==> src/source/apb_stub_cfg.svh <==
// APB completer stub configuration
// Bus widths, skid buffer depth and register bank constants

`ifndef APB_STUB_CFG_SVH
`define APB_STUB_CFG_SVH

// APB bus widths
`define APB_ADDR_WIDTH 12
`define APB_DATA_WIDTH 32
`define APB_STRB_WIDTH 4

// Entries per skid buffer
`define SKID_DEPTH 2

// Register bank size in 32-bit words
`define REG_COUNT 16

// Read-only identification word at register 0
`define REG_ID_VALUE 32'hA9B5_0001

`endif
==> src/source/apb_pkt_pkg.sv <==
// Internal packet types between the APB front end and the register target
// Command carries one access and response carries its read data and error

`default_nettype none

`include "apb_stub_cfg.svh"

package apb_pkt_pkg;

    // One access phase, captured as-is
    typedef struct packed {
        logic                       pwrite;
        logic [2:0]                 pprot;
        logic [`APB_STRB_WIDTH-1:0] pstrb;
        logic [`APB_ADDR_WIDTH-1:0] paddr;
        logic [`APB_DATA_WIDTH-1:0] pwdata;
    } cmd_pkt_t;

    // Completion of one command
    // prdata is zero for writes and for failed accesses
    typedef struct packed {
        logic                       pslverr;
        logic [`APB_DATA_WIDTH-1:0] prdata;
    } rsp_pkt_t;

endpackage : apb_pkt_pkg

`default_nettype wire

==> src/source/apb_bus_pkg.sv <==
// APB bus-side signal groups
// Requester and completer structs for the completer port

`default_nettype none

`include "apb_stub_cfg.svh"

package apb_bus_pkg;

    // Requester to completer
    typedef struct packed {
        logic                       psel;
        logic                       penable;
        logic [`APB_ADDR_WIDTH-1:0] paddr;
        logic                       pwrite;
        logic [`APB_DATA_WIDTH-1:0] pwdata;
        logic [`APB_STRB_WIDTH-1:0] pstrb;
        logic [2:0]                 pprot;
    } apb_req_t;

    // Completer back to requester
    typedef struct packed {
        logic [`APB_DATA_WIDTH-1:0] prdata;
        logic                       pready;
        logic                       pslverr;
    } apb_rsp_t;

endpackage : apb_bus_pkg

`default_nettype wire

==> src/source/apb_stub_top.sv <==
// APB completer subsystem top
// Front end and register target joined by command and response channels

`timescale 1ns/100ps
`default_nettype none

module apb_stub_top
    import apb_bus_pkg::*, apb_pkt_pkg::*;
(
    input  logic     pclk,
    input  logic     rst_n,
    input  apb_req_t apb_req,
    output apb_rsp_t apb_rsp
);

    logic     cmd_valid;
    logic     cmd_ready;
    cmd_pkt_t cmd;
    logic     rsp_valid;
    logic     rsp_ready;
    rsp_pkt_t rsp;

    apb_slave_stub u_front (
        .pclk      (pclk),
        .rst_n     (rst_n),
        .apb_req   (apb_req),
        .apb_rsp   (apb_rsp),
        .cmd_valid (cmd_valid),
        .cmd_ready (cmd_ready),
        .cmd       (cmd),
        .rsp_valid (rsp_valid),
        .rsp_ready (rsp_ready),
        .rsp       (rsp)
    );

    apb_reg_target u_target (
        .pclk      (pclk),
        .rst_n     (rst_n),
        .cmd_valid (cmd_valid),
        .cmd_ready (cmd_ready),
        .cmd       (cmd),
        .rsp_valid (rsp_valid),
        .rsp_ready (rsp_ready),
        .rsp       (rsp)
    );

endmodule : apb_stub_top

`default_nettype wire

==> src/source/apb_reg_target.sv <==
// Register target with sixteen 32-bit registers behind a command/response channel
// Byte-strobed writes, read-only ID at register 0, privileged upper half

`timescale 1ns/100ps
`default_nettype none

`include "apb_stub_cfg.svh"

module apb_reg_target
    import apb_pkt_pkg::*;
(
    input  logic     pclk,
    input  logic     rst_n,
    input  logic     cmd_valid,
    output logic     cmd_ready,
    input  cmd_pkt_t cmd,
    output logic     rsp_valid,
    input  logic     rsp_ready,
    output rsp_pkt_t rsp
);

    localparam int IDX_W  = $clog2(`REG_COUNT);
    localparam int WORD_W = `APB_ADDR_WIDTH - 2;

    // Register 0 is a constant, so storage starts at 1
    logic [`APB_DATA_WIDTH-1:0] regs [1:`REG_COUNT-1];
    logic                       accept;
    logic [WORD_W-1:0]          word_idx;
    logic [IDX_W-1:0]           reg_idx;
    logic                       out_of_bank;
    logic                       ro_write;
    logic                       priv_fail;
    logic                       access_err;
    logic [`APB_DATA_WIDTH-1:0] read_word;

    assign cmd_ready = !rsp_valid || rsp_ready;
    assign accept    = cmd_valid && cmd_ready;

    // Low two address bits ignored
    assign word_idx    = cmd.paddr[`APB_ADDR_WIDTH-1:2];
    assign reg_idx     = word_idx[IDX_W-1:0];
    assign out_of_bank = (word_idx >= WORD_W'(`REG_COUNT));
    assign ro_write    = cmd.pwrite && (word_idx == '0);
    assign priv_fail   = !out_of_bank && (reg_idx >= IDX_W'(`REG_COUNT / 2)) && !cmd.pprot[0];
    assign access_err  = out_of_bank || ro_write || priv_fail;

    always_comb begin
        if (reg_idx == '0) begin
            read_word = `REG_ID_VALUE;
        end else begin
            read_word = regs[reg_idx];
        end
    end

    always_ff @(posedge pclk) begin
        if (!rst_n) begin
            for (int r = 1; r < `REG_COUNT; r++) begin
                regs[r] <= '0;
            end
        end else if (accept && cmd.pwrite && !access_err) begin
            for (int b = 0; b < `APB_STRB_WIDTH; b++) begin
                if (cmd.pstrb[b]) begin
                    regs[reg_idx][8*b +: 8] <= cmd.pwdata[8*b +: 8];
                end
            end
        end
    end

    // Single response slot that refills in the cycle it drains
    always_ff @(posedge pclk) begin
        if (!rst_n) begin
            rsp_valid <= 1'b0;
        end else if (accept) begin
            rsp_valid <= 1'b1;
        end else if (rsp_ready) begin
            rsp_valid <= 1'b0;
        end
    end

    always_ff @(posedge pclk) begin
        if (accept) begin
            rsp.pslverr <= access_err;
            rsp.prdata  <= (access_err || cmd.pwrite) ? '0 : read_word;
        end
    end

    a_rsp_held: assert property (@(posedge pclk) disable iff (!rst_n)
        rsp_valid && !rsp_ready |=> rsp_valid);

endmodule : apb_reg_target

`default_nettype wire

==> src/source/apb_slave_stub.sv <==
// APB front end of the completer stub
// Packs access phases into command packets and completes from response packets

`timescale 1ns/100ps
`default_nettype none

`include "apb_stub_cfg.svh"

module apb_slave_stub
    import apb_bus_pkg::*, apb_pkt_pkg::*;
(
    input  logic     pclk,
    input  logic     rst_n,
    input  apb_req_t apb_req,
    output apb_rsp_t apb_rsp,
    output logic     cmd_valid,
    input  logic     cmd_ready,
    output cmd_pkt_t cmd,
    input  logic     rsp_valid,
    output logic     rsp_ready,
    input  rsp_pkt_t rsp
);

    typedef enum logic [1:0] {
        st_idle = 2'b01,
        st_xfer = 2'b10
    } state_t;

    state_t   state;
    state_t   state_next;

    // Front end side of the command buffer
    logic     push_valid;
    logic     push_ready;
    cmd_pkt_t push_cmd;

    // Front end side of the response buffer
    logic     pop_valid;
    logic     pop_ready;
    rsp_pkt_t pop_rsp;

    gaxi_skid_buffer #(
        .payload_t (cmd_pkt_t),
        .DEPTH     (`SKID_DEPTH)
    ) u_cmd_buf (
        .pclk     (pclk),
        .rst_n    (rst_n),
        .wr_valid (push_valid),
        .wr_ready (push_ready),
        .wr_data  (push_cmd),
        .rd_valid (cmd_valid),
        .rd_ready (cmd_ready),
        .rd_data  (cmd)
    );

    gaxi_skid_buffer #(
        .payload_t (rsp_pkt_t),
        .DEPTH     (`SKID_DEPTH)
    ) u_rsp_buf (
        .pclk     (pclk),
        .rst_n    (rst_n),
        .wr_valid (rsp_valid),
        .wr_ready (rsp_ready),
        .wr_data  (rsp),
        .rd_valid (pop_valid),
        .rd_ready (pop_ready),
        .rd_data  (pop_rsp)
    );

    always_ff @(posedge pclk) begin
        if (!rst_n) begin
            state <= st_idle;
        end else begin
            state <= state_next;
        end
    end

    // Requester holds the access fields until pready
    assign push_cmd.pwrite = apb_req.pwrite;
    assign push_cmd.pprot  = apb_req.pprot;
    assign push_cmd.pstrb  = apb_req.pstrb;
    assign push_cmd.paddr  = apb_req.paddr;
    assign push_cmd.pwdata = apb_req.pwdata;

    always_comb begin
        state_next = state;
        push_valid = 1'b0;
        pop_ready  = 1'b0;
        apb_rsp    = '0;
        case (state)
            st_idle: begin
                // Valid stays up through the access phase until the buffer takes it
                if (apb_req.psel && apb_req.penable) begin
                    push_valid = 1'b1;
                    if (push_ready) begin
                        state_next = st_xfer;
                    end
                end
            end
            st_xfer: begin
                if (pop_valid) begin
                    apb_rsp.pready  = 1'b1;
                    apb_rsp.prdata  = pop_rsp.prdata;
                    apb_rsp.pslverr = pop_rsp.pslverr;
                    pop_ready       = 1'b1;
                    state_next      = st_idle;
                end
            end
            default: state_next = st_idle;
        endcase
    end

    a_pready_in_access: assert property (@(posedge pclk) disable iff (!rst_n)
        apb_rsp.pready |-> apb_req.psel && apb_req.penable);

endmodule : apb_slave_stub

`default_nettype wire

==> src/source/gaxi_skid_buffer.sv <==
// Valid/ready skid buffer built as a small circular FIFO with registered output
// Ready on each side comes from state only, never from the other side

`timescale 1ns/100ps
`default_nettype none

module gaxi_skid_buffer #(
    parameter type payload_t = logic,
    parameter int  DEPTH     = 2
) (
    input  logic     pclk,
    input  logic     rst_n,
    input  logic     wr_valid,
    output logic     wr_ready,
    input  payload_t wr_data,
    output logic     rd_valid,
    input  logic     rd_ready,
    output payload_t rd_data
);

    localparam int PTR_W = (DEPTH > 1) ? $clog2(DEPTH) : 1;
    localparam int CNT_W = $clog2(DEPTH + 1);

    payload_t         mem [DEPTH];
    logic [PTR_W-1:0] wr_ptr;
    logic [PTR_W-1:0] rd_ptr;
    logic [CNT_W-1:0] count;
    logic             push;
    logic             pop;

    // Pointer wrap for depths that are not a power of two
    function automatic logic [PTR_W-1:0] next_ptr(input logic [PTR_W-1:0] ptr);
        if (ptr == PTR_W'(DEPTH - 1)) begin
            return '0;
        end
        return ptr + PTR_W'(1);
    endfunction

    assign wr_ready = (count != CNT_W'(DEPTH));
    assign rd_valid = (count != '0);
    assign rd_data  = mem[rd_ptr];
    assign push     = wr_valid && wr_ready;
    assign pop      = rd_valid && rd_ready;

    always_ff @(posedge pclk) begin
        if (!rst_n) begin
            wr_ptr <= '0;
            rd_ptr <= '0;
            count  <= '0;
        end else begin
            if (push) begin
                wr_ptr <= next_ptr(wr_ptr);
            end
            if (pop) begin
                rd_ptr <= next_ptr(rd_ptr);
            end
            case ({push, pop})
                2'b10:   count <= count + CNT_W'(1);
                2'b01:   count <= count - CNT_W'(1);
                default: count <= count;
            endcase
        end
    end

    // Entry storage written on push
    always_ff @(posedge pclk) begin
        if (push) begin
            mem[wr_ptr] <= wr_data;
        end
    end

    // Head entry must not move while the consumer stalls
    a_rd_data_stable: assert property (@(posedge pclk) disable iff (!rst_n)
        rd_valid && !rd_ready |=> $stable(rd_data));

endmodule : gaxi_skid_buffer

`default_nettype wire

==> config.mk <==
export PLATFORM = sky130hd
export DESIGN_NAME = apb_stub_top
export DESIGN_NICKNAME = d
export VERILOG_FILES = /design/src/source/apb_pkt_pkg.sv /design/src/source/apb_bus_pkg.sv /design/src/source/apb_stub_top.sv /design/src/source/apb_reg_target.sv /design/src/source/apb_slave_stub.sv /design/src/source/gaxi_skid_buffer.sv
export VERILOG_INCLUDE_DIRS = /design/src /design/src/source
export SDC_FILE = /design/constraint.sdc
export NUM_CORES = 1
export LEC_CHECK = 0
export ABC_AREA = 1
export BUFFER_PORTS_ARGS = -buffer_cell sky130_fd_sc_hd__buf_2
export CAP_MARGIN = 5
export CORE_UTILIZATION = 56
export DETAILED_ROUTE_END_ITERATION = 7
export PLACE_DENSITY = 0.77
export SYNTH_ARGS = -nofsm -noshare
export SYNTH_HDL_FRONTEND = slang
export SYNTH_SLANG_ARGS = --single-unit
==> constraint.sdc <==
create_clock -name pclk -period 2.8 [get_ports pclk]
set_input_delay 0.14 -clock pclk [delete_from_list [all_inputs] [get_ports pclk]]
set_output_delay 0.14 -clock pclk [all_outputs]
set_load 0.01 [all_outputs]
==> metrics.txt <==
Crit path max-delay family simple AND/OR/NAND/NOR gates; CTS Buffer Depth 3; largest net degree at the start of global routing around 70; Tcrit/Tclk final 0.940; Netlist Area Pre-Place ~32,000 um2; DIE AREA approximately 57,000 um2; Final Setup Violations 0; ys flop type edfxtp_1; clk root buf clkbuf_16; RePlAce Congestion just over 0.9; min Tclk post-route 2.63 ns; Slew Limit Fails 0; status finished clean; CTS clock-pin slew for the worst setup and hold paths 0.06 ns; input/output buffers 85; Slowest-stage cell, CP nor2_2; FFs w/ async S/R, synth 0; Initial Utilization 0.570; TritonCTS Buffers 73; Mapped Cells between 3,000 and 4,000; final global-route overflow total 0; CTS tree built; fin cells just over 4,000; CTS HTree Levels 3; placed cells 3,865; top-area cell type share of the netlist area 0.667; Power Dens Cells between 800 and 900 nW/um2; max-cap violations 0; worst-margin pin slew roughly 1.1 ns; Routed Wire Length between 70 and 80 mm; CP Cell Sequence buf_4 -> nand2_1 -> nand2_1 -> inv_2 -> nor2_2 -> inv_1 -> nor2_2 -> nand4_4 -> nand2_1; fillers ~4,000; Via density approximately 5.6; Ports 90; drc violations 0; FF+latch count, synth ~700; vias in the first global route about 22,000; worst path buffer plus inverter count 3; area growth from synthesis to layout 15.6%; share of layout cells above drive strength 1 0.144; ANT cells 0; fmax roughly 0.38 GHz; crit path kind reg -> reg; CTS sink cnt between 700 and 800; Post-Place Setup Slack just under 0.1 ns; relative slew slack 0.237; DR iter-0 viols 2,467; Yosys cell types 29; crit start category flop; RSZ-0062 raised after global routing false; crit path DAT 2.91 ns; Leakage Power about 15 nW; Clock Latency Late Sink between 0.6 and 0.7 ns; slowest stage delay, CP 0.44 ns; Synthesis Warnings 0; Setup TNS 0 ns; Hold Crit Class in -> reg; num rows 86; required time worst endpoint 3.08 ns; first-pass GRT wire length about 120 mm; Die Wd about 240 um; Detailed Place HPWL around 50 mm; Max IR drop VDD 0.645 mV; CP endpoint kind flop; Min Hold Slack 0.242 ns; initial antenna violation count 1; Worst Skew between 0.02 and 0.025 ns; Overall Global Routing Usage 0.274; sequential area share after synthesis 0.675; via count 22,600; post-route ant nets 0; Worst Path Max Fanout 13; utilization after layout 0.659; final worst slack between 0.15 and 0.2 ns; Final Net Count around 3,300; Core Region between 50,000 and 60,000 um2; Yosys top cell by area edfxtp_1; WL per Instance between 15 and 20 um; dominant cells by area after synthesis edfxtp_1, nand2_1, nor2_1; number of synthesized flops with an enable pin between 700 and 800; Avg Cell Area, Syn 10.4 um2; DIE HEIGHT 240 um; TritonRoute pass-1 iters 5; Hold Fails Final Rpt 0; Top cell by count, worst path nand2_1; most common cell in the netlist nand2_1; Post-synth top cells nand2_1, edfxtp_1, nor2_1, nand3_1, clkbuf_1
## flip-flops by register name, summed over array words and instances, names as in the netlist, named ones only
register	count
u_front.state	2
u_front.u_cmd_buf.count	2
u_front.u_cmd_buf.mem	96
u_front.u_cmd_buf.rd_ptr	1
u_front.u_cmd_buf.wr_ptr	1
u_front.u_rsp_buf.count	2
u_front.u_rsp_buf.mem	66
u_front.u_rsp_buf.rd_ptr	1
u_front.u_rsp_buf.wr_ptr	1
u_target.regs	507
u_target.rsp	33
u_target.rsp_valid	1
## per-layer routing
metal	up-vias	track usage	wire length [um]
met5	-	0	13
met4	2	0.111	2760
met3	201	0.0426	7870
met2	1253	0.449	36700
met1	10700	0.367	29700
li1	10500	-	-
## area by class of cell
class / count / area (um2) / area share
flip-flops and latches: 715 / 21300 / 0.584
multi-input cells: 2118 / 9470 / 0.259
repair buffers: 287 / 2150 / 0.0589
clock buffers: 93 / 1990 / 0.0544
well taps: 748 / 936 / 0.0256
clock inverters: 41 / 407 / 0.0111
inverters: 58 / 221 / 0.00606
repair inverters: 1 / 7.51 / 0.000206
## path summary, 6_finish.rpt
kind	slack [ns]	cells after the start	from	to
setup / recovery	0.17	9	flop	u_target.regs[4][22]
setup reg to reg	0.17	9	flop	u_target.regs[4][22]
hold / removal	0.24	2	apb_req[14]	u_front.u_cmd_buf.mem[1][7]
hold reg to reg	0.44	0	u_target.rsp[15]	u_front.u_rsp_buf.mem[0][15]
## per-stage QoR
step | instance area (um2) | power [mW]
3_3_place_gp | 33500 | 21.6
3_5_place_dp | 33500 | 21.8
5_1_grt | 36500 | 32.9
6_report | 36500 | 31.7
2_1_floorplan | 31700 | 18.6
4_1_cts | 36400 | 31.5
## where the power goes
group / switching, mW / total (mW) / internal, mW
Clock: 4.00 / 9.76 / 5.76
Sequential: 0.284 / 13.1 / 12.8
Combinational: 6.68 / 8.86 / 2.18
Total: 11.0 / 31.7 / 20.8
## kinds of logic after synthesis
logic type / Yosys count / share of synthesized area
adders and majority gates: 2 / 0.000792
AOI/OAI and AO/OA: 103 / 0.0165
and+or+nand+nor: 1984 / 0.276
xor gates and xnor gates: 1 / 0.000277
other: 1 / 0.000119
buffers and inverters: 222 / 0.0302
muxes: 1 / 0.000317
DFF: 715 / 0.675
## what timing repair did
| item | CTS | global route |
|---|---|---|
| hold endpoints to repair | 96 | 0 |
| setup endpoints to repair | 0 | 94 |
| buffers inserted | 0 | 13 |
| hold buffers | 48 | 0 |
| resized for setup | 0 | 3 |
## cells in the final DEF, fill, tap and decap left out, types with 2 or more instances in the layout
| master | count |
|---|---|
| a21oi_1 | 46 |
| buf_12 | 7 |
| buf_2 | 85 |
| buf_4 | 147 |
| bufinv_16 | 8 |
| clkbuf_1 | 15 |
| clkbuf_16 | 76 |
| clkbuf_8 | 2 |
| clkinv_1 | 18 |
| clkinv_2 | 10 |
| clkinvlp_4 | 4 |
| conb_1 | 27 |
| dfxtp_1 | 12 |
| dlygate4sd3_1 | 48 |
| edfxtp_1 | 702 |
| ha_1 | 2 |
| inv_1 | 54 |
| inv_2 | 3 |
| nand2_1 | 1169 |
| nand2_2 | 4 |
| nand2_4 | 3 |
| nand3_1 | 125 |
| nand4_1 | 2 |
| nand4_2 | 11 |
| nand4_4 | 48 |
| nor2_1 | 557 |
| nor2_2 | 22 |
| nor2_4 | 10 |
| o21ai_0 | 23 |
| o21ai_1 | 32 |
| or2_2 | 32 |
No activity file was read; power rests on OpenSTA's default activity.
